$ cat src/include/matrix_defines.svh
// ################################################
// sizing and timing constants for the LED matrix
// ################################################
`ifndef MATRIX_DEFINES_SVH
`define MATRIX_DEFINES_SVH

// columns in one panel row
`define MATRIX_WIDTH 16

// rows in each half-panel
// upper and lower halves are scanned together
`define MATRIX_SUB_ROWS 8

// bits per colour channel
// also the number of bit planes per row
`define MATRIX_COLOR_BITS 4

// on-time cycles for one unit of bit-plane weight
`define MATRIX_ON_BASE 3

// remaining on-time at or below which the next shift may start
`define MATRIX_OVERLAP 20

`endif

$ cat src/design/matrix_pkg.sv
// ################################################
// shared types for the LED matrix scan design
// ################################################
`include "matrix_defines.svh"

package matrix_pkg;

    // column within a row
    typedef logic [$clog2(`MATRIX_WIDTH)-1:0] col_addr_t;

    // row inside one half-panel
    typedef logic [$clog2(`MATRIX_SUB_ROWS)-1:0] row_sub_addr_t;

    // row over the full panel height
    // top bit picks the lower half
    typedef logic [$clog2(`MATRIX_SUB_ROWS):0] pixel_row_t;

    // one colour channel of a pixel
    typedef logic [`MATRIX_COLOR_BITS-1:0] channel_t;

    // packed pixel with red in the top bits, then green, then blue
    typedef logic [3*`MATRIX_COLOR_BITS-1:0] pixel_t;

    // one-hot select of the bit plane being shown
    typedef logic [`MATRIX_COLOR_BITS-1:0] brightness_mask_t;

    // red, green and blue bit of one pixel for the current plane
    typedef logic [2:0] rgb_bits_t;

    // on-time and column cycle counters
    typedef logic [7:0] on_time_t;

    // scan sequencer states
    typedef enum logic [1:0] {IDLE, SHIFT, WAIT_DARK, LATCH} scan_state_t;

endpackage

$ cat src/design/scan_if.sv
// ################################################
// scanner to pixel fetch link
// column, row, plane mask and load strobe
// ################################################
`timescale 1ns/1ps

interface scan_if;
    import matrix_pkg::*;

    // column being shifted, counts down from the last column
    col_addr_t        col;
    // half-panel row being shifted
    row_sub_addr_t    row;
    // plane being shifted
    brightness_mask_t mask;
    // one-cycle strobe per column
    logic             load;

    // sequencer side
    modport scanner (output col, output row, output mask, output load);

    // framebuffer side
    modport fetch (input col, input row, input mask, input load);

endinterface

$ cat src/design/brightness_timeout.sv
// ################################################
// output-enable timer for the latched bit plane
// also flags when the next shift may overlap it
// ################################################
`timescale 1ns/1ps
`include "matrix_defines.svh"

module brightness_timeout (
    input  logic                         clk_in,
    input  logic                         reset,
    input  logic                         row_latch,
    input  matrix_pkg::brightness_mask_t mask_active,
    output logic                         output_enable,
    output logic                         exceeded_overlap
);
    import matrix_pkg::*;

    localparam on_time_t OVERLAP_LIMIT = on_time_t'(`MATRIX_OVERLAP);

    // on-time for the plane now being latched
    on_time_t on_time;
    // cycles of light left including the current one
    on_time_t remaining;
    logic     running;
    logic     running_next;

    // the mask is one-hot so its value is the plane weight
    // planes give 3, 6, 12 or 24 cycles with the default base
    assign on_time = on_time_t'(mask_active * `MATRIX_ON_BASE);

    timeout i_on_timeout (
        .clk_in  (clk_in),
        .reset   (reset),
        .start   (row_latch),
        .value   (on_time),
        .counter (remaining),
        .running (running)
    );

    // what running will be next cycle
    // high from the latch until the count leaves 1
    assign running_next = row_latch || (running && (remaining != on_time_t'(1)));

    // registered copy of the running flag
    // rises the cycle after row_latch and lasts exactly on_time cycles
    always_ff @(posedge clk_in) begin
        if (reset) begin
            output_enable <= 1'b0;
        end else begin
            output_enable <= running_next;
        end
    end

    // near the end of the on-time the scanner may start the next row
    // short planes sit under the limit for their whole on-time
    assign exceeded_overlap = output_enable && (remaining <= OVERLAP_LIMIT);

    // the scanner must wait for dark before latching
    // otherwise a new plane would show with the old on-time running
    a_latch_when_dark: assert property (
        @(posedge clk_in) disable iff (reset)
        row_latch |-> !output_enable
    ) else $error("row_latch while output_enable is high");

endmodule

$ cat src/design/matrix_driver.sv
// ################################################
// LED matrix driver top level
// framebuffer and scan sequencer behind plain ports
// ################################################
`timescale 1ns/1ps

module matrix_driver (
    input  logic                      clk_in,
    input  logic                      reset,
    input  logic                      wr_en,
    input  matrix_pkg::col_addr_t      wr_col,
    input  matrix_pkg::pixel_row_t     wr_row,
    input  matrix_pkg::pixel_t         wr_pixel,
    output matrix_pkg::rgb_bits_t      rgb0,
    output matrix_pkg::rgb_bits_t      rgb1,
    output logic                      panel_clk,
    output logic                      row_latch,
    output logic                      output_enable,
    output matrix_pkg::row_sub_addr_t row_address
);

    // high once the framebuffer clear has finished
    logic fb_ready;

    // column, row and plane requests from scanner to framebuffer
    scan_if i_scan_if ();

    matrix_scan i_matrix_scan (
        .clk_in        (clk_in),
        .reset         (reset),
        .fb_ready      (fb_ready),
        .scan          (i_scan_if.scanner),
        .panel_clk     (panel_clk),
        .row_latch     (row_latch),
        .output_enable (output_enable),
        .row_address   (row_address)
    );

    pixel_fetch i_pixel_fetch (
        .clk_in   (clk_in),
        .reset    (reset),
        .wr_en    (wr_en),
        .wr_col   (wr_col),
        .wr_row   (wr_row),
        .wr_pixel (wr_pixel),
        .scan     (i_scan_if.fetch),
        .fb_ready (fb_ready),
        .rgb0     (rgb0),
        .rgb1     (rgb1)
    );

endmodule

$ cat src/design/matrix_scan.sv
// ################################################
// HUB75 scan sequencer
// column shift, pixel clock, row latch, plane and row advance
// ################################################
`timescale 1ns/1ps
`include "matrix_defines.svh"

module matrix_scan (
    input  logic                      clk_in,
    input  logic                      reset,
    input  logic                      fb_ready,
    scan_if.scanner                   scan,
    output logic                      panel_clk,
    output logic                      row_latch,
    output logic                      output_enable,
    output matrix_pkg::row_sub_addr_t row_address
);
    import matrix_pkg::*;

    // plane order starts at the most significant bit
    localparam brightness_mask_t MASK_MSB = {1'b1, {(`MATRIX_COLOR_BITS-1){1'b0}}};
    // two cycles per column, load then panel clock
    localparam on_time_t COL_CYCLES = on_time_t'(2 * `MATRIX_WIDTH);

    scan_state_t      state;
    scan_state_t      state_next;

    // copies being shifted now and copies whose LEDs are lit
    row_sub_addr_t    row_shift;
    row_sub_addr_t    row_active;
    brightness_mask_t mask_shift;
    brightness_mask_t mask_active;

    // column cycle timer
    on_time_t         col_count;
    on_time_t         col_index;
    logic             col_running;

    logic             shift_go;
    logic             latch_go;
    logic             overlap;
    logic             load;
    logic             load_d1;

    // counts COL_CYCLES down to 1 across the shift
    timeout i_col_timeout (
        .clk_in  (clk_in),
        .reset   (reset),
        .start   (shift_go),
        .value   (COL_CYCLES),
        .counter (col_count),
        .running (col_running)
    );

    // LED on-time for the active plane
    brightness_timeout i_brightness_timeout (
        .clk_in           (clk_in),
        .reset            (reset),
        .row_latch        (row_latch),
        .mask_active      (mask_active),
        .output_enable    (output_enable),
        .exceeded_overlap (overlap)
    );

    // shift once the panel is dark or the on-time is nearly over
    // nothing moves until the framebuffer clear is done
    assign shift_go = (state == IDLE) && fb_ready && (!output_enable || overlap);
    // latch only after the LEDs have gone off
    assign latch_go = (state == WAIT_DARK) && !output_enable;

    always_comb begin
        state_next = state;
        case (state)
            IDLE: begin
                if (shift_go) begin
                    state_next = SHIFT;
                end
            end
            SHIFT: begin
                // count 1 is the data cycle of column 0
                if (col_count == on_time_t'(1)) begin
                    state_next = WAIT_DARK;
                end
            end
            WAIT_DARK: begin
                if (latch_go) begin
                    state_next = LATCH;
                end
            end
            LATCH: begin
                state_next = IDLE;
            end
            default: begin
                state_next = IDLE;
            end
        endcase
    end

    always_ff @(posedge clk_in) begin
        if (reset) begin
            state <= IDLE;
        end else begin
            state <= state_next;
        end
    end

    // even counts are load cycles, odd counts are data cycles
    assign load      = (state == SHIFT) && col_running && !col_count[0];
    // count 32 maps to column 15, count 2 to column 0
    assign col_index = col_count >> 1;
    assign scan.col  = col_addr_t'(col_index - 1'b1);
    assign scan.row  = row_shift;
    assign scan.mask = mask_shift;
    assign scan.load = load;

    // pixel data lands one cycle after load
    // the panel samples it one cycle later still
    always_ff @(posedge clk_in) begin
        if (reset) begin
            load_d1   <= 1'b0;
            panel_clk <= 1'b0;
        end else begin
            load_d1   <= load;
            panel_clk <= load_d1;
        end
    end

    assign row_latch   = (state == LATCH);
    assign row_address = row_active;

    // the edge that raises row_latch hands the shifted plane over
    // the shift copy then steps to the next plane
    always_ff @(posedge clk_in) begin
        if (reset) begin
            row_shift   <= '0;
            row_active  <= '0;
            mask_shift  <= MASK_MSB;
            mask_active <= MASK_MSB;
        end else if (latch_go) begin
            row_active  <= row_shift;
            mask_active <= mask_shift;
            if (mask_shift[0]) begin
                // last plane done, move to the next row
                mask_shift <= MASK_MSB;
                row_shift  <= row_shift + 1'b1;
            end else begin
                mask_shift <= mask_shift >> 1;
            end
        end
    end

    // a stray or lost bit would pick no plane or two planes
    a_mask_onehot: assert property (
        @(posedge clk_in) disable iff (reset)
        $onehot(mask_shift) && $onehot(mask_active)
    ) else $error("brightness mask is not one-hot");

endmodule

$ cat src/design/pixel_fetch.sv
// ################################################
// pixel framebuffer with host write port
// feeds bit-plane bits of both half-panels to the panel
// ################################################
`timescale 1ns/1ps
`include "matrix_defines.svh"

module pixel_fetch (
    input  logic                  clk_in,
    input  logic                  reset,
    input  logic                  wr_en,
    input  matrix_pkg::col_addr_t  wr_col,
    input  matrix_pkg::pixel_row_t wr_row,
    input  matrix_pkg::pixel_t     wr_pixel,
    scan_if.fetch                 scan,
    output logic                  fb_ready,
    output matrix_pkg::rgb_bits_t  rgb0,
    output matrix_pkg::rgb_bits_t  rgb1
);
    import matrix_pkg::*;

    // pixels per half-panel
    localparam int HALF_DEPTH = `MATRIX_SUB_ROWS * `MATRIX_WIDTH;
    localparam int SWEEP_BITS = $clog2(HALF_DEPTH);
    localparam int CB         = `MATRIX_COLOR_BITS;

    // address is {full row, column}
    // upper half in the low half of the array
    pixel_t fb_mem [0:2*HALF_DEPTH-1];

    logic [SWEEP_BITS-1:0] sweep_addr;
    pixel_t                upper_px;
    pixel_t                lower_px;

    // pick the plane bit out of each channel
    function automatic rgb_bits_t plane_bits(input pixel_t px, input brightness_mask_t m);
        channel_t red;
        channel_t green;
        channel_t blue;
        red        = px[3*CB-1 -: CB];
        green      = px[2*CB-1 -: CB];
        blue       = px[CB-1 -: CB];
        plane_bits = {|(red & m), |(green & m), |(blue & m)};
    endfunction

    // clear both halves at once, one row-column pair per cycle
    // host writes only land once the sweep has finished
    always_ff @(posedge clk_in) begin
        if (!fb_ready) begin
            fb_mem[{1'b0, sweep_addr}] <= '0;
            fb_mem[{1'b1, sweep_addr}] <= '0;
        end else if (wr_en) begin
            fb_mem[{wr_row, wr_col}] <= wr_pixel;
        end
    end

    // sweep runs for HALF_DEPTH cycles after reset
    always_ff @(posedge clk_in) begin
        if (reset) begin
            sweep_addr <= '0;
            fb_ready   <= 1'b0;
        end else if (!fb_ready) begin
            sweep_addr <= sweep_addr + 1'b1;
            if (sweep_addr == SWEEP_BITS'(HALF_DEPTH - 1)) begin
                fb_ready <= 1'b1;
            end
        end
    end

    // row and row + 8 share the scanned column
    assign upper_px = fb_mem[{1'b0, scan.row, scan.col}];
    assign lower_px = fb_mem[{1'b1, scan.row, scan.col}];

    // data held steady until the next load
    always_ff @(posedge clk_in) begin
        if (reset) begin
            rgb0 <= '0;
            rgb1 <= '0;
        end else if (scan.load) begin
            rgb0 <= plane_bits(upper_px, scan.mask);
            rgb1 <= plane_bits(lower_px, scan.mask);
        end
    end

endmodule

$ cat src/design/timeout.sv
// ################################################
// loadable down-counter that stops at zero
// ################################################
`timescale 1ns/1ps

module timeout (
    input  logic                 clk_in,
    input  logic                 reset,
    input  logic                 start,
    input  matrix_pkg::on_time_t value,
    output matrix_pkg::on_time_t counter,
    output logic                 running
);

    // count down from the loaded value and park at zero
    always_ff @(posedge clk_in) begin
        if (reset) begin
            counter <= '0;
        end else if (start) begin
            counter <= value;
        end else if (counter != '0) begin
            counter <= counter - 1'b1;
        end
    end

    // busy for as many cycles as were loaded
    assign running = (counter != '0);

    // the user must let a count finish before loading a new one
    // a restart mid-count would cut a column sweep or an on-time short
    a_no_restart: assert property (
        @(posedge clk_in) disable iff (reset)
        start |-> !running
    ) else $error("timeout restarted while still counting");

endmodule

$ cat config.mk
export PLATFORM = sky130hd
export DESIGN_NAME = matrix_driver
export DESIGN_NICKNAME = d
export VERILOG_FILES = /design/src/design/matrix_pkg.sv /design/src/design/scan_if.sv /design/src/design/brightness_timeout.sv /design/src/design/matrix_driver.sv /design/src/design/matrix_scan.sv /design/src/design/pixel_fetch.sv /design/src/design/timeout.sv
export VERILOG_INCLUDE_DIRS = /design/src /design/src/include
export SDC_FILE = /design/constraint.sdc
export NUM_CORES = 2
export LEC_CHECK = 0
export BUFFER_PORTS_ARGS = -buffer_cell sky130_fd_sc_hd__buf_2
export CORE_ASPECT_RATIO = 0.8
export CORE_MARGIN = 5
export CORE_UTILIZATION = 57
export DETAILED_ROUTE_END_ITERATION = 8
export HOLD_SLACK_MARGIN = 0.08
export PLACE_DENSITY_LB_ADDON = 0.25
export SLEW_MARGIN = 20
export SYNTH_ARGS = -nofsm -noshare
export SYNTH_HDL_FRONTEND = slang
export SYNTH_SLANG_ARGS = --single-unit
$ cat constraint.sdc
create_clock -name clk_in -period 3.5 [get_ports clk_in]
set_input_delay 0.35 -clock clk_in [delete_from_list [all_inputs] [get_ports clk_in]]
set_output_delay 0.35 -clock clk_in [all_outputs]
set_load 0.05 [all_outputs]
==> out/results.txt <==
Subtracting the final worst setup slack from the clock period gives 3.59 ns. The final hold violation count came out at 0. The startpoint of the worst register-to-register path is i_matrix_scan.i_col_timeout.counter[1].

The DRC marker count from the first detailed-route iteration was 14367. After synthesis, the share of flip-flops with an asynchronous set or reset is 0%. Dominant register cell in the synthesized netlist: dfxtp_1.

The maximum net fanout on the critical path was 20. The worst hold path was traced through 5 stages. Traced cell by cell, the critical path runs through inv_1 -> ha_4 -> buf_12 -> buf_16 -> buf_16 -> buf_4 -> mux4_2 -> nand2_1 -> nand4_1 -> nand3_1 -> o21ai_0 -> a31oi_1 -> and3_1 -> a311oi_2. Dividing total power by cell area gives a power density of 712 mW/mm2. Buffer type at the clock tree root: clkbuf_16.

The headroom to the max-slew limit came out at 17.5%. The core region is 0.223 mm2. The tightest hold path in the finished design has a slack of 0.119 ns.

No sink is reached through more buffers than the 4 on the longest clock path. The synthesized design contains 1536 enable-type register cells. The logs give 413000 um for the final wirelength and 0.89 ns for the clock latency of the later-clocked register in the worst-skew pair. In this run the biggest area consumer among cell types represents 36.0% of the synthesized area.

The path class of the tightest hold or removal check is primary input to register. The largest individual stage delay along the critical path comes from the cell o21ai_0. STA classifies the critical path endpoint as a register. Detailed routing inserted a total of 93888 vias.

For the slack of the critical path, the log shows -0.0913 ns. The hold path startpoint was wr_pixel[8]. The final critical path takes up 103% of the cycle. The worst IR drop on VDD was 0.671 mV. For the worst setup path, the data arrival time is 4.38 ns.

The routed wirelength normalized by instance count is 28.3 um, and the number of max-capacitance violations reported is 0. In the final layout, the share of cells above drive strength 1 is 18.4%. Most common library cell in the layout ignoring fill and taps: nor2_1. The filler cells instantiated in the layout total 16034. The worst-margin pin slew was 1.24 ns; the global-route wire length before repair was 598000 um. For the final number of setup-violating endpoints, the log shows 1. The kind of critical path is register to register. Number of optimization iterations in the first detailed-route pass: 6. For the worst flop-to-flop path, the logic depth is 14. The standard-cell row count came out at 155.

The finished cells cover 0.146 mm2. The TritonCTS buffer count was 305. For hold timing, the worst endpoint is i_pixel_fetch.fb_mem[143][8].

The flow ran to the end, but the final reports show violations. The tools report the share of the core filled with cells in the final layout as 65.4%. The yosys synthesis warning count was 0.

In this design, the critical path's most frequently occurring cell is buf_16. The congestion estimate from routability-driven global placement came to 0.970. Input and output buffers added on the ports amount to 34. Of all cell types, the one taking the most synthesized area is edfxtp_1. In this run the number of H-tree levels came out at 5. Entering global routing, the biggest net connects 129 pins.

The tools report the initial antenna violation count as 20. TritonCTS built the clock tree. In this run, distinct cell masters in the synthesized netlist total 79. The floorplan die height came out at 434 um. The cell count after synthesis came out at 11152.

When the netlist entered floorplanning its net count stood at 11197. The floorplan die width is 540 um. The sort of element at the start of the critical path is a register.

The mean instance size in the synthesized netlist is 11.5 um2, and the number of nets in the layout is 11370. The count of nets left with antenna violations once routing finished came out at 0. For the instance area at placement, the log shows 0.135 mm2.

The number of clock sinks seen by CTS is 3121. In this run the critical register-to-register path is captured at i_pixel_fetch.rgb0[0]. Synthesis inferred 3121 register bits. The area growth from synthesis to layout is 13.9%, and the average via count per standard cell is 6.44. After detailed routing, the number of remaining DRC violations is 0.

The worst register-to-register path has a setup slack of -0.09 ns. Area of the die: 0.235 mm2. Across the routed clock network, the largest skew measured is 0.0628 ns. The total count of max-transition violations in the final report was 0; the netlist area before placement was 0.128 mm2. The run gives 34.4% as the global-route usage over all layers.

The placed wire-length estimate was 262000 um; the via count of the first global-routing pass was 88561. The analysis attributes to cell leakage a power of 54.1 nW. STA puts the critical path data required time at 4.29 ns. The stage delay of the slowest cell on the critical path is 0.59 ns, and the final global-route overflow total is 0.

In the post-synthesis netlist, the biggest area contributors are edfxtp_1, dfxtp_1, mux4_2. The maximum clock frequency is 0.278 GHz. Clock-pin slew was measured on the worst setup and hold paths at 0.07 ns. For this run, the register share of the synthesized area comes to 60.7%. 35 I/O pins were placed.

The final reports fail on setup timing. The initial utilization of the core area, before any placement, comes to 57.4%. In the layout the commonest cells are nor2_1, a21oi_1, dfxtp_1. Setup repair after global routing could not meet its margin everywhere.
-- critical path: cells and delay by family, from the launching register on --
family / cells / cell delay, ns
buf+inv: 5 / 0.84
flops: 1 / 0.37
simple gates: 4 / 0.68
compound gates: 3 / 0.95
fa+ha+maj: 1 / 0.39
mux: 1 / 0.24
-- routing by layer --
metal  GRT usage (%)  up-vias  part of all wire, %
met5               0        -                 0.11
met1            48.4    46144                   37
met3            11.5     1141                   16
li1                -    39914                    -
met4            14.0       18                  5.0
met2            49.6     6671                   43
-- worst max-delay path by stage --
stage	from	to	slack (ns)	depth (start not counted)
after global placement	i_matrix_scan.i_col_timeout.counter[1]	i_pixel_fetch.rgb0[2]	-0.42	12
final	i_matrix_scan.i_col_timeout.counter[1]	i_pixel_fetch.rgb0[0]	-0.09	14
after global routing	i_matrix_scan.i_col_timeout.counter[1]	i_pixel_fetch.rgb0[2]	-0.12	14
after CTS	i_matrix_scan.i_col_timeout.counter[1]	i_pixel_fetch.rgb0[2]	-0.003	15
after detailed placement	i_matrix_scan.i_col_timeout.counter[1]	i_pixel_fetch.rgb0[2]	-0.44	12
after floorplan	i_matrix_scan.i_col_timeout.counter[1]	i_pixel_fetch.rgb1[0]	-0.09	17
-- flip-flops by register name, indices dropped and copies added, names as in the netlist, 3 cells and up --
register / count
i_matrix_scan.row_address: 3
i_pixel_fetch.rgb1: 3
i_matrix_scan.i_col_timeout.counter: 8
i_matrix_scan.scan.mask: 4
i_pixel_fetch.sweep_addr: 7
i_matrix_scan.i_brightness_timeout.i_on_timeout.counter: 8
i_matrix_scan.mask_active: 4
i_pixel_fetch.fb_mem: 3072
i_matrix_scan.scan.row: 3
i_pixel_fetch.rgb0: 3
-- metrics by stage --
step | worst slack (ns) | setup TNS, ns | cells | total power [W]
global placement | -0.419 | -1.50 | 13959 | 0.0680
CTS | -0.00300 | -0.00300 | 14523 | 0.102
global route | -0.121 | -0.218 | 14554 | 0.106
floorplan | -0.0918 | -0.107 | 11152 | 0.0565
finish | -0.0913 | -0.0913 | 14579 | 0.104
detailed placement | -0.437 | -1.68 | 13961 | 0.0682
-- timing repair --
action	in CTS	in global routing
endpoints found under the setup margin	6	43
hold buffers	3	0
cloned	2	7
buffers inserted	7	21
gates resized for setup	24	68
pin swaps	4	8
hold endpoints to repair	10	0
-- final cells by class --
| cell class | instances | area [um2] | area share (%) |
|---|---|---|---|
| diodes | 28 | 70.1 | 0.0480 |
| clock inverters | 141 | 1680 | 1.15 |
| clock buffers | 409 | 8550 | 5.86 |
| multi-input cells | 7101 | 46700 | 31.9 |
| well taps | 2983 | 3730 | 2.56 |
| repair buffers | 765 | 7360 | 5.04 |
| inverters | 31 | 154 | 0.105 |
| flip-flops and latches | 3121 | 77900 | 53.3 |
-- cell usage after synthesis (67+ instances only) --
cell / number
a21oi_1: 1583
buf_1: 106
buf_2: 110
buf_4: 67
clkbuf_1: 582
dfxtp_1: 1585
edfxtp_1: 1536
mux2i_1: 76
mux4_2: 817
nand2_1: 639
nand3_1: 152
nor2_1: 3423
-- cells by family after synthesis --
family / synth area share (%)
AND/OR/NAND/NOR: 13.3
flip-flops: 60.7
AO/OA/AOI/OAI: 7.37
buffers and inverters: 3.28
multiplexers: 15.0
XOR/XNOR: 0.163
adder cells (fa/ha/maj): 0.220
-- report_power, final --
group	switching, W	internal, W	total (W)
combinational	0.0189	0.0128	0.0317
sequential	0.000198	0.0381	0.0383
clock	0.0142	0.0199	0.0340
(Power assumes the default switching activity.)
